$ cat src/rtl/apbMapPkg.sv
package apbMapPkg;

	////////////////////////////////////////////////////////////////////////////
	// APB register map
	////////////////////////////////////////////////////////////////////////////

	// Transmit FIFO, write only
	localparam logic [31:0] txDataAddr = 32'd0;
	// Receive FIFO, read only
	localparam logic [31:0] rxDataAddr = 32'd4;
	// Transaction setup and start
	localparam logic [31:0] configAddr = 32'd8;
	// SCL half period in PCLK cycles
	localparam logic [31:0] dividerAddr = 32'd12;

	// Width of configuration and divider registers
	localparam int regWidth = 14;

	// Configuration field positions
	localparam int cfgStart = 0;
	localparam int cfgReadNotWrite = 1;
	localparam int cfgAddrLsb = 2;
	localparam int cfgAddrMsb = 8;
	localparam int cfgCountLsb = 9;
	localparam int cfgCountMsb = 13;

	// Derived field widths
	localparam int slaveAddrWidth = cfgAddrMsb - cfgAddrLsb + 1;
	localparam int byteCountWidth = cfgCountMsb - cfgCountLsb + 1;

endpackage

$ cat src/rtl/i2cProtoPkg.sv
package i2cProtoPkg;

	////////////////////////////////////////////////////////////////////////////
	// Byte engine sequence
	////////////////////////////////////////////////////////////////////////////

	// One state per bus phase of a transaction
	typedef enum logic [2:0] {
		idle,
		startBit,
		addrByte,
		addrAck,
		dataByte,
		dataAck,
		stopBit
	} engineState;

	// Payload of both FIFOs
	typedef logic [7:0] i2cByte;

	// Open drain levels as seen from the master
	localparam logic sdaPulled = 1'b0;
	localparam logic sdaReleased = 1'b1;

	localparam int bitsPerByte = 8;

	// Quarter-bit phases within one SCL period
	// SDA moves at end of drive phase, input sampled at end of sample phase
	localparam logic [1:0] drivePhase = 2'd0;
	localparam logic [1:0] samplePhase = 2'd2;
	localparam logic [1:0] lastPhase = 2'd3;

endpackage

$ cat src/rtl/apbI2cTop.sv
`timescale 1ns/1ps

module apbI2cTop #(
	parameter int fifoDepth = 8,
	parameter int dividerReset = 4
)(
	input  logic PCLK,
	input  logic PRESETn,
	input  logic PSELx,
	input  logic PWRITE,
	input  logic PENABLE,
	input  logic [31:0] PADDR,
	input  logic [31:0] PWDATA,
	output logic [31:0] PRDATA,
	output logic PREADY,
	output logic PSLVERR,
	output logic INT_TX,
	output logic INT_RX,
	output logic sclOut,
	output logic sdaOut,
	input  logic sdaIn
);

	import apbMapPkg::*;
	import i2cProtoPkg::*;

	// APB slave to FIFOs
	logic txPush;
	i2cByte txPushData;
	logic rxPop;
	i2cByte rxHead;

	// APB slave to engine
	logic goPulse;
	logic readNotWrite;
	logic [slaveAddrWidth-1:0] slaveAddr;
	logic [byteCountWidth-1:0] byteCount;
	logic [regWidth-1:0] sclDivider;
	logic ackError;
	logic busy;

	// Engine to FIFOs
	logic txPop;
	i2cByte txHead;
	logic rxPush;
	i2cByte rxPushData;

	////////////////////////////////////////////////////////////////////////////
	// Instances
	////////////////////////////////////////////////////////////////////////////

	apbRegs #(
		.dividerReset(dividerReset)
	) apbRegs (
		.PCLK(PCLK),
		.PRESETn(PRESETn),
		.PSELx(PSELx),
		.PWRITE(PWRITE),
		.PENABLE(PENABLE),
		.PADDR(PADDR),
		.PWDATA(PWDATA),
		.rxHead(rxHead),
		.ackError(ackError),
		.PRDATA(PRDATA),
		.PREADY(PREADY),
		.PSLVERR(PSLVERR),
		.txPush(txPush),
		.txPushData(txPushData),
		.rxPop(rxPop),
		.goPulse(goPulse),
		.readNotWrite(readNotWrite),
		.slaveAddr(slaveAddr),
		.byteCount(byteCount),
		.sclDivider(sclDivider)
	);

	// Empty flags are the interrupt lines
	syncFifo #(
		.payload(i2cByte),
		.fifoDepth(fifoDepth)
	) txFifo (
		.PCLK(PCLK),
		.PRESETn(PRESETn),
		.push(txPush),
		.pushData(txPushData),
		.pop(txPop),
		.head(txHead),
		.empty(INT_TX),
		.full()
	);

	syncFifo #(
		.payload(i2cByte),
		.fifoDepth(fifoDepth)
	) rxFifo (
		.PCLK(PCLK),
		.PRESETn(PRESETn),
		.push(rxPush),
		.pushData(rxPushData),
		.pop(rxPop),
		.head(rxHead),
		.empty(INT_RX),
		.full()
	);

	i2cByteEngine i2cByteEngine (
		.PCLK(PCLK),
		.PRESETn(PRESETn),
		.goPulse(goPulse),
		.readNotWrite(readNotWrite),
		.slaveAddr(slaveAddr),
		.byteCount(byteCount),
		.sclDivider(sclDivider),
		.txHead(txHead),
		.sdaIn(sdaIn),
		.txPop(txPop),
		.rxPush(rxPush),
		.rxPushData(rxPushData),
		.ackError(ackError),
		.busy(busy),
		.sclOut(sclOut),
		.sdaOut(sdaOut)
	);

endmodule

$ cat src/rtl/apbRegs.sv
`timescale 1ns/1ps

module apbRegs #(
	parameter int dividerReset = 4
)(
	input  logic PCLK,
	input  logic PRESETn,
	input  logic PSELx,
	input  logic PWRITE,
	input  logic PENABLE,
	input  logic [31:0] PADDR,
	input  logic [31:0] PWDATA,
	input  i2cProtoPkg::i2cByte rxHead,
	input  logic ackError,
	output logic [31:0] PRDATA,
	output logic PREADY,
	output logic PSLVERR,
	output logic txPush,
	output i2cProtoPkg::i2cByte txPushData,
	output logic rxPop,
	output logic goPulse,
	output logic readNotWrite,
	output logic [apbMapPkg::slaveAddrWidth-1:0] slaveAddr,
	output logic [apbMapPkg::byteCountWidth-1:0] byteCount,
	output logic [apbMapPkg::regWidth-1:0] sclDivider
);

	import apbMapPkg::*;

	logic access;
	logic hitTx;
	logic hitRx;
	logic hitConfig;
	logic hitDivider;
	logic [regWidth-1:0] configReg;

	////////////////////////////////////////////////////////////////////////////
	// Access decode
	////////////////////////////////////////////////////////////////////////////

	// Access phase of an APB transfer
	assign access = PSELx & PENABLE;

	assign hitTx = (PADDR == txDataAddr);
	assign hitRx = (PADDR == rxDataAddr);
	assign hitConfig = (PADDR == configAddr);
	assign hitDivider = (PADDR == dividerAddr);

	// Unmapped addresses never complete
	assign PREADY = access & (hitTx | hitRx | hitConfig | hitDivider);

	// Error flag straight from the engine
	assign PSLVERR = ackError;

	// FIFO strobes, one cycle since PREADY ends the access
	assign txPush = access & PWRITE & hitTx;
	assign txPushData = PWDATA[7:0];
	assign rxPop = access & ~PWRITE & hitRx;

	// Configuration fields to the engine
	assign readNotWrite = configReg[cfgReadNotWrite];
	assign slaveAddr = configReg[cfgAddrMsb:cfgAddrLsb];
	assign byteCount = configReg[cfgCountMsb:cfgCountLsb];

	////////////////////////////////////////////////////////////////////////////
	// Registers
	////////////////////////////////////////////////////////////////////////////

	always_ff @(posedge PCLK)
	begin
		if (!PRESETn)
		begin
			configReg <= '0;
			sclDivider <= regWidth'(dividerReset);
			goPulse <= 1'b0;
		end
		else
		begin
			// Go lasts one cycle, fields already hold the new setup
			goPulse <= 1'b0;
			if (access && PWRITE && hitConfig)
			begin
				configReg <= PWDATA[regWidth-1:0];
				goPulse <= PWDATA[cfgStart];
			end
			if (access && PWRITE && hitDivider)
			begin
				sclDivider <= PWDATA[regWidth-1:0];
			end
		end
	end

	// Read mux, zero extended, write-only FIFO reads as zero
	always_comb
	begin
		PRDATA = '0;
		if (hitRx)
		begin
			PRDATA = 32'(rxHead);
		end
		else if (hitConfig)
		begin
			PRDATA = 32'(configReg);
		end
		else if (hitDivider)
		begin
			PRDATA = 32'(sclDivider);
		end
	end

endmodule

$ cat src/rtl/i2cByteEngine.sv
`timescale 1ns/1ps

module i2cByteEngine (
	input  logic PCLK,
	input  logic PRESETn,
	input  logic goPulse,
	input  logic readNotWrite,
	input  logic [apbMapPkg::slaveAddrWidth-1:0] slaveAddr,
	input  logic [apbMapPkg::byteCountWidth-1:0] byteCount,
	input  logic [apbMapPkg::regWidth-1:0] sclDivider,
	input  i2cProtoPkg::i2cByte txHead,
	input  logic sdaIn,
	output logic txPop,
	output logic rxPush,
	output i2cProtoPkg::i2cByte rxPushData,
	output logic ackError,
	output logic busy,
	output logic sclOut,
	output logic sdaOut
);

	import apbMapPkg::*;
	import i2cProtoPkg::*;

	localparam int bitCountWidth = $clog2(bitsPerByte);

	engineState state;
	logic [regWidth-1:0] divCount;
	logic quarterTick;
	logic [1:0] phase;
	logic bitEnd;
	logic sampleTick;
	logic [bitCountWidth-1:0] bitCount;
	logic lastBit;
	logic [byteCountWidth-1:0] bytesLeft;
	logic moreBytes;
	logic isRead;
	i2cByte shiftReg;
	logic sdaReg;
	logic sdaNext;

	assign busy = (state != idle);

	////////////////////////////////////////////////////////////////////////////
	// Bit timing
	////////////////////////////////////////////////////////////////////////////

	// Quarter bit is half the divider, so one bit is twice the divider
	// A divider below 2 ticks every cycle
	assign quarterTick = busy &&
		((divCount + regWidth'(1)) >= {1'b0, sclDivider[regWidth-1:1]});

	always_ff @(posedge PCLK)
	begin
		if (!PRESETn)
		begin
			divCount <= '0;
		end
		else if (!busy || quarterTick)
		begin
			divCount <= '0;
		end
		else
		begin
			divCount <= divCount + regWidth'(1);
		end
	end

	assign bitEnd = quarterTick && (phase == lastPhase);
	assign sampleTick = quarterTick && (phase == samplePhase);
	assign lastBit = (bitCount == bitCountWidth'(bitsPerByte - 1));

	// Another data byte follows this acknowledge
	assign moreBytes = !ackError &&
		((state == addrAck && bytesLeft != '0) ||
		(state == dataAck && bytesLeft != byteCountWidth'(1)));

	// Strobes toward the FIFOs
	assign txPop = bitEnd && moreBytes && !isRead;
	assign rxPush = bitEnd && isRead && (state == dataByte) && lastBit;
	assign rxPushData = shiftReg;

	////////////////////////////////////////////////////////////////////////////
	// Sequencer
	////////////////////////////////////////////////////////////////////////////

	always_ff @(posedge PCLK)
	begin
		if (!PRESETn)
		begin
			state <= idle;
			phase <= '0;
			bitCount <= '0;
			bytesLeft <= '0;
			isRead <= 1'b0;
			ackError <= 1'b0;
		end
		else if (state == idle)
		begin
			phase <= '0;
			if (goPulse)
			begin
				state <= startBit;
				bitCount <= '0;
				bytesLeft <= byteCount;
				isRead <= readNotWrite;
				ackError <= 1'b0;
			end
		end
		else if (quarterTick)
		begin
			phase <= phase + 2'd1;
			// NACK on address or written byte, read NACK is ours
			if (phase == samplePhase && sdaIn &&
				(state == addrAck || (state == dataAck && !isRead)))
			begin
				ackError <= 1'b1;
			end
			if (phase == lastPhase)
			begin
				case (state)
					startBit:
					begin
						state <= addrByte;
					end
					addrByte, dataByte:
					begin
						// Counter wraps back to zero after the last bit
						bitCount <= bitCount + 1'b1;
						if (lastBit)
						begin
							state <= (state == addrByte) ? addrAck : dataAck;
						end
					end
					addrAck:
					begin
						state <= moreBytes ? dataByte : stopBit;
					end
					dataAck:
					begin
						bytesLeft <= bytesLeft - 1'b1;
						state <= moreBytes ? dataByte : stopBit;
					end
					default:
					begin
						state <= idle;
					end
				endcase
			end
		end
	end

	// Address and data shifter, MSB first out, LSB end in
	always_ff @(posedge PCLK)
	begin
		if (state == idle && goPulse)
		begin
			shiftReg <= {slaveAddr, readNotWrite};
		end
		else if (txPop)
		begin
			shiftReg <= txHead;
		end
		else if (sampleTick && (state == addrByte || state == dataByte))
		begin
			shiftReg <= {shiftReg[bitsPerByte-2:0], sdaIn};
		end
	end

	////////////////////////////////////////////////////////////////////////////
	// Bus drivers
	////////////////////////////////////////////////////////////////////////////

	// START holds SCL high until the last quarter, others clock low then high
	always_comb
	begin
		case (state)
			idle: sclOut = 1'b1;
			startBit: sclOut = (phase != lastPhase);
			default: sclOut = phase[1];
		endcase
	end

	// Level for the current bit, taken once SCL has been low a quarter
	always_comb
	begin
		case (state)
			addrByte: sdaNext = shiftReg[bitsPerByte-1];
			dataByte: sdaNext = isRead ? sdaReleased : shiftReg[bitsPerByte-1];
			// ACK each read byte, NACK the last one
			dataAck: sdaNext = (isRead && bytesLeft != byteCountWidth'(1)) ?
				sdaPulled : sdaReleased;
			startBit, stopBit: sdaNext = sdaPulled;
			default: sdaNext = sdaReleased;
		endcase
	end

	always_ff @(posedge PCLK)
	begin
		if (!PRESETn)
		begin
			sdaReg <= sdaReleased;
		end
		else if (quarterTick && phase == drivePhase)
		begin
			sdaReg <= sdaNext;
		end
		else if (sampleTick && state == stopBit)
		begin
			// STOP, SDA rises while SCL is high
			sdaReg <= sdaReleased;
		end
	end

	assign sdaOut = sdaReg;

endmodule

$ cat src/rtl/syncFifo.sv
`timescale 1ns/1ps

module syncFifo #(
	parameter type payload = logic [7:0],
	parameter int fifoDepth = 8
)(
	input  logic PCLK,
	input  logic PRESETn,
	input  logic push,
	input  payload pushData,
	input  logic pop,
	output payload head,
	output logic empty,
	output logic full
);

	// Pointer index bits, one more bit for wrap
	localparam int ptrWidth = $clog2(fifoDepth);

	payload mem [fifoDepth];
	logic [ptrWidth:0] wrPtr;
	logic [ptrWidth:0] rdPtr;
	logic [ptrWidth-1:0] headIdx;
	logic doPush;
	logic doPop;

	// Same index, wrap bits tell full from empty
	assign empty = (wrPtr == rdPtr);
	assign full = (wrPtr[ptrWidth] != rdPtr[ptrWidth]) &&
		(wrPtr[ptrWidth-1:0] == rdPtr[ptrWidth-1:0]);

	// Push when full and pop when empty are dropped
	assign doPush = push & ~full;
	assign doPop = pop & ~empty;

	// When empty, keep showing the entry popped last
	assign headIdx = empty ? rdPtr[ptrWidth-1:0] - 1'b1 : rdPtr[ptrWidth-1:0];
	assign head = mem[headIdx];

	// Storage
	always_ff @(posedge PCLK)
	begin
		if (doPush)
		begin
			mem[wrPtr[ptrWidth-1:0]] <= pushData;
		end
	end

	// Pointers
	always_ff @(posedge PCLK)
	begin
		if (!PRESETn)
		begin
			wrPtr <= '0;
			rdPtr <= '0;
		end
		else
		begin
			if (doPush)
			begin
				wrPtr <= wrPtr + 1'b1;
			end
			if (doPop)
			begin
				rdPtr <= rdPtr + 1'b1;
			end
		end
	end

endmodule

$ cat config.mk
export PLATFORM = sky130hd
export DESIGN_NAME = apbI2cTop
export DESIGN_NICKNAME = d
export VERILOG_FILES = /design/src/rtl/apbMapPkg.sv /design/src/rtl/i2cProtoPkg.sv /design/src/rtl/apbI2cTop.sv /design/src/rtl/apbRegs.sv /design/src/rtl/i2cByteEngine.sv /design/src/rtl/syncFifo.sv
export SDC_FILE = /design/constraint.sdc
export NUM_CORES = 1
export LEC_CHECK = 0
export BUFFER_PORTS_ARGS = -buffer_cell sky130_fd_sc_hd__buf_4
export CAP_MARGIN = 20
export CORE_MARGIN = 2
export CORE_UTILIZATION = 29
export CTS_BUF_LIST = sky130_fd_sc_hd__clkbuf_2 sky130_fd_sc_hd__clkbuf_4 sky130_fd_sc_hd__clkbuf_8
export CTS_CLUSTER_DIAMETER = 30
export CTS_CLUSTER_SIZE = 25
export DETAILED_ROUTE_END_ITERATION = 16
export SKIP_LAST_GASP = 1
export SLEW_MARGIN = 20
export SYNTH_ARGS = -nofsm -noshare
export SYNTH_HDL_FRONTEND = slang
export SYNTH_HIERARCHICAL = 1
export SYNTH_SLANG_ARGS = --single-unit
$ cat constraint.sdc
create_clock -name PCLK -period 10.5 [get_ports PCLK]
set_input_delay 1.575 -clock PCLK [delete_from_list [all_inputs] [get_ports PCLK]]
set_output_delay 1.575 -clock PCLK [all_outputs]
set_load 0.03 [all_outputs]
**Yosys cells after proc, flatten, opt, wreduce, memory -nomap -nowiden**

Memory sizes are Yosys's and may differ from the RTL's.
Cells that the tools add are included.

- Bits in registers: 83
- Bits in writable memories: 128
- Input port bits: 70
- Output and inout bits: 38
- Logic and storage cells: 164
- Memories: 2

Memory list:

| name | words | bits a word | read ports | clocked after Yosys merged registers in | wr ports | RTL line | source |
|---|---|---|---|---|---|---|---|
| rxFifo.mem | 8 | 8 | 1 | 0 | 1 | syncFifo.sv:20 | `payload mem [fifoDepth];` |
| txFifo.mem | 8 | 8 | 1 | 0 | 1 | syncFifo.sv:20 |  |

- Add/subtract/negate cells: 10
- $lt $le $gt $ge: 1
- Equal/unequal tests: 22
- Mux-type cells: 40
- Bitwise gates (word level): 19
- Reduce and logical (&&, ||, !) cells: 54

Operator list:

| cell | number |
|---|---|
| == test 32 x 4 -> 1 bit (second input constant) | 2 |
| 2-to-1 mux 32 bit | 2 |
| 2-to-1 mux 3 bit | 13 |
| == test 32 x 3 -> 1 bit (second input constant) | 1 |
| logical NOT 32 bit | 1 |
| 2-to-1 mux 5 bit | 5 |
| logical AND 1 bit | 24 |
| 2-to-1 mux 8 bit | 3 |
| adder 4 x 1 -> 4 bit (second input constant) | 4 |
| adder 14 x 1 -> 14 bit (second input constant) | 1 |
| >= comparator 14 x 13 -> 1 bit | 1 |
| 2-to-1 mux 14 bit | 1 |
| == test 3 bit (second input constant) | 4 |
| 2-to-1 mux 1 bit | 12 |
| AND reduction 4 bit | 3 |
| nonzero test 2 bit | 6 |
| bitwise AND 1 bit | 10 |
| OR reduction 2 bit | 5 |
| case mux 3 bit (3 select lines) | 1 |
| == test 4 bit | 2 |
| == test 3 x 2 -> 1 bit (second input constant) | 2 |
| == test 3 bit | 2 |
| inverter 1 bit | 6 |
| nonzero test 3 bit | 2 |
| 21 further kinds | 33 |

**Logic depth before layout (Yosys ltp)**

Gate-level depths: netlist of run 1.

- Depth in word-level cells: 10
- Mapped depth: 15
- Mapped depth without buffers: 14

**By module**

Netlist of run 1, hierarchy kept.

By module, submodules not included:

| module | times used | cells each | area an instance (um^2) | sequential area each (um^2) |
|---|---|---|---|---|
| syncFifo | 2 | 227 | 3728.6 | 2082.0 |
| i2cByteEngine | 1 | 283 | 2459.9 | 840.8 |
| apbRegs | 1 | 216 | 1838.0 | 580.6 |

**Worst setup path before layout of run 1**

OpenSTA, ideal clock, no wires.

- Path kind: register to output
- From: register rxFifo.rdPtr[0]
- To: output PRDATA[6]
- Data arrival time: 3176 ps
- Data required time: 8925 ps
- Slack: 5749 ps
- Stages on the path, launching flop included: 16
- Buffers on the path: 6
- Cells stage by stage: dfxtp_1 -> buf_6 -> buf_12 -> clkbuf_8 -> clkbuf_8 -> inv_1 -> ha_1 -> clkbuf_8 -> buf_2 -> mux4_2 -> nor2b_1 -> mux2_4 -> a221o_1 -> mux2_2 -> a22oi_1 -> nor2_1

- Word-level cells in the longest chain between the ends: 4
- Elaborated cells between the ends (all ways): 5
- Those cells by class: add/sub (1); eq/ne (1); mux (2); memory (1)

Ends and longest elaborated chain:

| item | RTL line | source |
|---|---|---|
| start, declared | syncFifo.sv:22 | `logic [ptrWidth:0] rdPtr;` |
| start signal, assigned | syncFifo.sv:65 | `rdPtr <= rdPtr + 1'b1;` |
| subtractor 3 x 1 -> 3 bit or == test 4 bit (tied branches) | syncFifo.sv:37, syncFifo.sv:28 |  |
| 2-to-1 mux 3 bit (*) | syncFifo.sv:37 | `assign headIdx = empty ? rdPtr[ptrWidth-1:0] - 1'b1 : rdPtr[ptrWidth-1:0];` |
| memory read (8 x 8 bit) (*) | -- |  |
| via rxHead[6] | apbI2cTop.sv:31 | `i2cByte rxHead;` |
| 2-to-1 mux 32 bit (*) | apbRegs.sv:97 | `if (hitRx)` |
| end, declared | apbI2cTop.sv:14 | `output logic [31:0] PRDATA,` |

The timed path passes the listed nets; every way through them passes the cells marked *.

**Worst setup path after layout of run 1**

- From: register rxFifo.rdPtr[0]
- To: output PRDATA[0]

Same word-level chain as after synthesis.

==> results of run 1 <==
registers in the layout (all words and copies together) (netlist names), 3 cells and up, named ones only:
signal / flops
apbRegs/configReg: 14
apbRegs/sclDivider: 14
i2cByteEngine/bitCount: 3
i2cByteEngine/bytesLeft: 5
i2cByteEngine/divCount: 14
i2cByteEngine/rxPushData: 8
rxFifo/mem: 64
rxFifo/rdPtr: 4
rxFifo/wrPtr: 4
txFifo/mem: 64
txFifo/rdPtr: 4
txFifo/wrPtr: 4
cell type report:
| cell class | count | share of cell area |
|---|---|---|
| Multi-Input combinational cell | 621 | 0.398 |
| Clock inverter | 23 | 0.0187 |
| Sequential cell | 211 | 0.419 |
| Timing Repair Buffer | 83 | 0.0467 |
| Clock buffer | 55 | 0.0558 |
| Tap cell | 525 | 0.0492 |
| Inverter | 39 | 0.0128 |
routing by layer:
layer,up-vias,part of all wire
li1,3642,-
met1,3821,0.41
met2,199,0.51
met3,34,0.061
met4,0,0.014
met5,-,0
power breakdown:
group          total (mW)  internal (mW)  switching (mW)
logic              0.0479         0.0170          0.0308
registers           0.878          0.877        0.000103
clock network       0.961          0.575           0.386
critical path, delay by kind of cell (launching register included):
family / cells / cell delay, ns
buf+inv: 3 / 0.78
fa+ha+maj: 1 / 0.80
compound gates: 2 / 0.68
mux: 3 / 1.03
flops: 1 / 0.30
simple gates: 2 / 0.23
worst max path at each step:
| stage | slack [ns] | start | depth (start not counted) | end |
|---|---|---|---|---|
| 2_1_floorplan | 5.75 | rxFifo/rdPtr[0]$_SDFFE_PN0P_ | 15 | PRDATA[6] |
| 3_3_place_gp | 5.09 | rxFifo/rdPtr[0]$_SDFFE_PN0P_ | 11 | PRDATA[0] |
| 3_5_place_dp | 5.06 | rxFifo/rdPtr[0]$_SDFFE_PN0P_ | 11 | PRDATA[0] |
| 4_1_cts | 4.50 | rxFifo/rdPtr[0]$_SDFFE_PN0P_ | 11 | PRDATA[0] |
| 5_1_grt | 4.34 | rxFifo/rdPtr[0]$_SDFFE_PN0P_ | 11 | PRDATA[0] |
| 6_report | 4.55 | rxFifo/rdPtr[0]$_SDFFE_PN0P_ | 11 | PRDATA[0] |
==> flow_summary_export.csv, run 1 <==
group,metric,value,unit
critical_path,reg2reg_from,"i2cByteEngine/divCount[0]$_SDFF_PP0_",
cells_and_area,final_common_cell,"edfxtp_1",
run,drv_cap,0,
routing,drt_iter0_drc,457,
placed_design,detailed_place.area,0.0124,sq mm
critical_path,path_cells,"buf_4, inv_1, ha_1, mux4_2, nor2b_1, mux2_1, a221o_1, mux2_2, a22oi_1, nor2_1, buf_4",
routing,wire_per_inst,17.6,um
die,initial_core_util,0.295,
timing,post-route-min-period,5.95,ns
cells_and_area,drive_gt1_frac,0.241,
pwr,total_power,1.89,mW
global_routing,antenna_found_initial,0,
global_routing,grt_max_degree,57,
clock_tree,cts_root_buf,"clkbuf_8",
yosys,synthCells,951,
clock_tree,clk_latency,0.56,ns
die,chipHeight,205,um
timing,slew_viol_final,0,
clock_tree,clock_path_buffers,3,
cells_and_area,nFillCells,3939,
critical_path,path_common_cell,"buf_4",
clock_tree,h-tree-depth,2,
critical_path,worst-setup-path-type,"reg2out",
status,status,"completed",
die,die_w,205,um
global_routing,gr-usage-all-layers,0.130,
critical_path,regToRegEndpoint,"rxFifo/mem[6][0]$_DFFE_PP_",
timing,fin_crit_sh,0.567,
timing,finalHoldViolCount,0,
pwr,ir_worst_vdd,59.8,uV
clock_tree,cts_tree,"built",
critical_path,slowest_delay,0.80,ns
placed_design,place_congestion,0.804,
routing,viasPerCell,4.94,
critical_path,start_kind,"flip-flop",
critical_path,required,8.93,ns
placed_design,port_buffers,71,
hold_path,min_from,"apbRegs/sclDivider[0]$_SDFFE_PN0P_",
pwr,leakagePower,4.83,nW
clock_tree,clock-sinks,211,
timing,tightestPinTransition,0.997,ns
die,ios,108,
yosys,syn_area,0.0117,sq mm
clock_tree,cts_hold_buf,0,
critical_path,critPathCaptureType,"output pin",
global_routing,grt_pass1_vias,7777,
global_routing,top_usage_layer,"met2",
routing,drc_errors,0,
cells_and_area,layout_common_cells,"edfxtp_1, nand2_1, buf_4",
placed_design,dp_cells,1479,
timing,worst_slack,4.55,ns
cells_and_area,synthToLayoutAreaGrowth,13.7,%
die,coreArea,0.0398,sq mm
critical_path,worst_path_max_delay_cell,"ha_1",
global_routing,grt_pass1_wl,42900,um
hold_path,min_path_cells,2,
global_routing,met2_usage,0.234,
timing,slew_headroom,0.335,
critical_path,reg2reg_slack,5.73,ns
cells_and_area,fin_cells,1557,
routing,ant_nets,0,
die,die_area,0.0421,sq mm
clock_tree,postCtsSetupRepairBufs,0,
clock_tree,cts_buffers,43,
timing,finalSetupViolations,0,
cells_and_area,post-route-cell-area,0.0133,sq mm
critical_path,arrival,4.38,ns
placed_design,hpwl,19600,um
critical_path,cp_max_fo,36,
timing,rsz0062_at_grt,"no",
routing,drt_wl_total,27400,um
yosys,syn_area_per_cell,12.3,sq um
cells_and_area,finalNetCount,1097,
global_routing,overflow,0,
cells_and_area,multi_input_area,0.00532,sq mm
timing,fmax,0.168,GHz
cells_and_area,regArea,0.00559,sq mm
cells_and_area,diodes,0,
die,num_rows,73,
hold_path,hold_end,"apbRegs/sclDivider[0]$_SDFFE_PN0P_",
yosys,yosys_warnings,6,
timing,whs,0.461,ns
global_routing,use_met1,0.160,
routing,vias,7696,
placed_design,dp_slack,5.06,ns
critical_path,reg2regPathDepth,13,
clock_tree,cts_resized,0,
routing,firstDrtPassIters,5,
global_routing,met3_usage,0.0266,
hold_path,hold_class,"reg2reg",
clock_tree,clkTransAtPathRegs,0.05,ns
timing,fin_setup_tns,0,ns
timing,clock_skew,0.0397,ns
pwr,power.density,141,mW/mm^2
cells_and_area,final_core_util,0.335,
Power figures use the tool's default switching activity.
==> run 2: changes to the inputs <==
==> constraint.sdc (replaced) <==
create_clock -name PCLK -period 5.5 [get_ports PCLK]
set_input_delay 0.825 -clock PCLK [delete_from_list [all_inputs] [get_ports PCLK]]
set_output_delay 0.825 -clock PCLK [all_outputs]
set_load 0.03 [all_outputs]
==> run 2 against run 1 <==
Compared with the run above:
- cell count up 0.71%
- global-route usage down 0.15 points
- worst setup slack worse by 3.7 ns
- clock power up 100%
- die area unchanged
- largest power group unchanged
- critical endpoint is now PRDATA[2]
- core utilization up 0.28 points
==> flow_summary_export.csv, run 2 (synthesis results as in run 1) <==
group,metric,value,unit
critical_path,cp_max_fo,35,
routing,ant_nets,0,
cells_and_area,synthToLayoutAreaGrowth,14.6,%
global_routing,grt_pass1_vias,7672,
status,status,"completed",
routing,wl_met1,11300,um
cells_and_area,nFillCells,3931,
timing,fin_setup_tns,0,ns
routing,wl_met3,1650,um
routing,topRoutingLayerUsed,"met4",
pwr,power.internal,2.85,mW
global_routing,gr-usage-all-layers,0.129,
critical_path,path_common_cell,"buf_4",
clock_tree,h-tree-depth,2,
cells_and_area,final_core_util,0.338,
clock_tree,cts_resized,0,
routing,met2_length,13500,um
routing,drt_iter0_drc,537,
run,drv_cap,0,
routing,viasPerCell,4.89,
die,chipHeight,205,um
hold_path,hold_class,"reg2reg",
critical_path,reg2reg_slack,1.09,ns
hold_path,min_from,"i2cByteEngine/bitCount[2]$_SDFFE_PN0P_",
timing,finalSetupViolations,0,
timing,rsz0062_at_grt,"no",
placed_design,dp_cells,1483,
pwr,switching_share,0.230,
pwr,pwr-share-seq,0.452,
timing,finalHoldViolCount,0,
timing,clock_skew,0.0421,ns
routing,drc_errors,0,
global_routing,grt_pass1_wl,42000,um
critical_path,cp.depth,10,
critical_path,slowest_delay,0.66,ns
hold_path,min_path_cells,2,
cells_and_area,post-route-cell-area,0.0135,sq mm
timing,tightestPinTransition,0.991,ns
clock_tree,cts_hold_buf,0,
routing,vias,7669,
critical_path,crit_buf_inv,3,
global_routing,overflow,0,
clock_tree,clock-sinks,211,
placed_design,detailed_place.area,0.0124,sq mm
critical_path,arrival,3.80,ns
critical_path,worst_path_max_delay_cell,"or4_4",
cells_and_area,diodes,0,
timing,slew_viol_final,0,
die,ios,108,
pwr,power.density,276,mW/mm^2
timing,fmax,0.216,GHz
critical_path,path_cells,"buf_4, xor2_2, or4_4, clkinv_8, mux2_1, a221o_1, mux2_2, a22oi_1, nor2_1, buf_4",
placed_design,place_congestion,0.802,
die,initial_core_util,0.295,
critical_path,critPathCaptureType,"output pin",
pwr,clockPowerShare,0.524,
hold_path,hold_end,"i2cByteEngine/bitCount[2]$_SDFFE_PN0P_",
clock_tree,clkTransAtPathRegs,0.06,ns
critical_path,reg2regPathDepth,12,
die,num_rows,73,
cells_and_area,fin_cells,1568,
pwr,ir_worst_vdd,145,uV
clock_tree,cts_root_buf,"clkbuf_8",
clock_tree,postCtsSetupRepairBufs,0,
critical_path,required,4.68,ns
critical_path,reg2reg_from,"i2cByteEngine/divCount[0]$_SDFF_PP0_",
critical_path,regToRegEndpoint,"rxFifo/mem[3][7]$_DFFE_PP_",
timing,fin_crit_sh,0.841,
clock_tree,clock_path_buffers,3,
critical_path,cp_top_family,"simple AND/OR/NAND/NOR gates",
die,die_w,205,um
global_routing,antenna_found_initial,0,
routing,wire_per_inst,17.2,um
clock_tree,cts_tree,"built",
clock_tree,clk_latency,0.57,ns
placed_design,port_buffers,71,
pwr,p_comb_frac,0.025,
global_routing,grt_max_degree,57,
critical_path,start_kind,"flip-flop",
placed_design,hpwl,19200,um
cells_and_area,final_common_cell,"edfxtp_1",
timing,post-route-min-period,4.62,ns
routing,firstDrtPassIters,5,
critical_path,worst-setup-path-type,"reg2out",
die,die_area,0.0421,sq mm
cells_and_area,layout_common_cells,"edfxtp_1, nand2_1, buf_4",
cells_and_area,finalNetCount,1104,
routing,drt_wl_total,27000,um
pwr,leakagePower,4.87,nW
pwr,switching_power,0.854,mW
die,coreArea,0.0398,sq mm
clock_tree,cts_buffers,46,
cells_and_area,drive_gt1_frac,0.247,
timing,slew_headroom,0.340,
-- run 2: cell count changes in the layout (fill, tap and decap cells not counted) --
cell / previous run / this run
buf_4: 83 / 87
bufinv_16: 4 / 5
clkbuf_4: 2 / 4
clkbuf_8: 53 / 50
clkinv_1: 1 / 3
clkinv_2: 7 / 4
clkinv_4: 1 / 5
clkinv_8: 2 / 3
clkinvlp_4: 2 / 6
inv_4: 3 / 0
inv_8: 2 / 4
-- run 2: worst max path at each step --
stage                            endpoint                    startpoint
6_report                        PRDATA[2]  rxFifo/rdPtr[0]$_SDFFE_PN0P_
5_1_grt                         PRDATA[2]  rxFifo/rdPtr[0]$_SDFFE_PN0P_
4_1_cts                         PRDATA[2]  rxFifo/rdPtr[0]$_SDFFE_PN0P_
3_5_place_dp   txFifo/mem[6][2]$_DFFE_PP_                     PADDR[25]
3_3_place_gp   txFifo/mem[6][6]$_DFFE_PP_                     PADDR[29]
2_1_floorplan                   PRDATA[6]  rxFifo/rdPtr[0]$_SDFFE_PN0P_
-- run 2: worst reg2reg max path: stages (launching register included) --
cell,delay (ns)
dfxtp_1,0.50
ha_1,0.32
nand3_1,0.12
xnor2_1,0.16
ha_1,0.30
nand4_1,0.08
o221a_1,0.29
o311ai_2,0.34
nand2_1,0.09
nor4_1,0.54
o41ai_2,0.33
or2_2,0.38
nor2_1,0.59
-- run 2: layout make-up --
class / instances / area, sq um / area share
clock inverter: 31 / 358 / 0.0266
multi-input combinational: 621 / 5320 / 0.395
tap: 525 / 657 / 0.0488
sequential: 211 / 5590 / 0.415
clock buffer: 54 / 718 / 0.0534
timing repair buffer: 87 / 653 / 0.0485
inverter: 39 / 171 / 0.0127
-- run 2: power by group through the flow --
| stage | clock network (mW) | logic (mW) | registers, mW |
|---|---|---|---|
| finish | 1.94 | 0.0911 | 1.68 |
| global route | 2.06 | 0.0995 | 1.67 |
| CTS | 1.99 | 0.0922 | 1.67 |
| detailed placement | 0 | 0.0921 | 1.71 |
| global placement | 0 | 0.0915 | 1.71 |
| floorplan | 0 | 0.0608 | 1.71 |
-- run 2: layer usage --
layer | track usage | up-vias
met3 | 0.0260 | 46
li1 | - | 3657
met2 | 0.225 | 223
met4 | 0.0419 | 0
met5 | 0 | -
met1 | 0.159 | 3743
-- run 2: through the flow --
stage / hold WS, ns / total power, mW / worst slack [ns]
floorplan: 0.431 / 1.77 / 1.50
global placement: 0.447 / 1.80 / 1.13
detailed placement: 0.462 / 1.80 / 1.14
CTS: 0.470 / 3.75 / 0.854
global route: 0.484 / 3.83 / 0.700
finish: 0.466 / 3.71 / 0.876
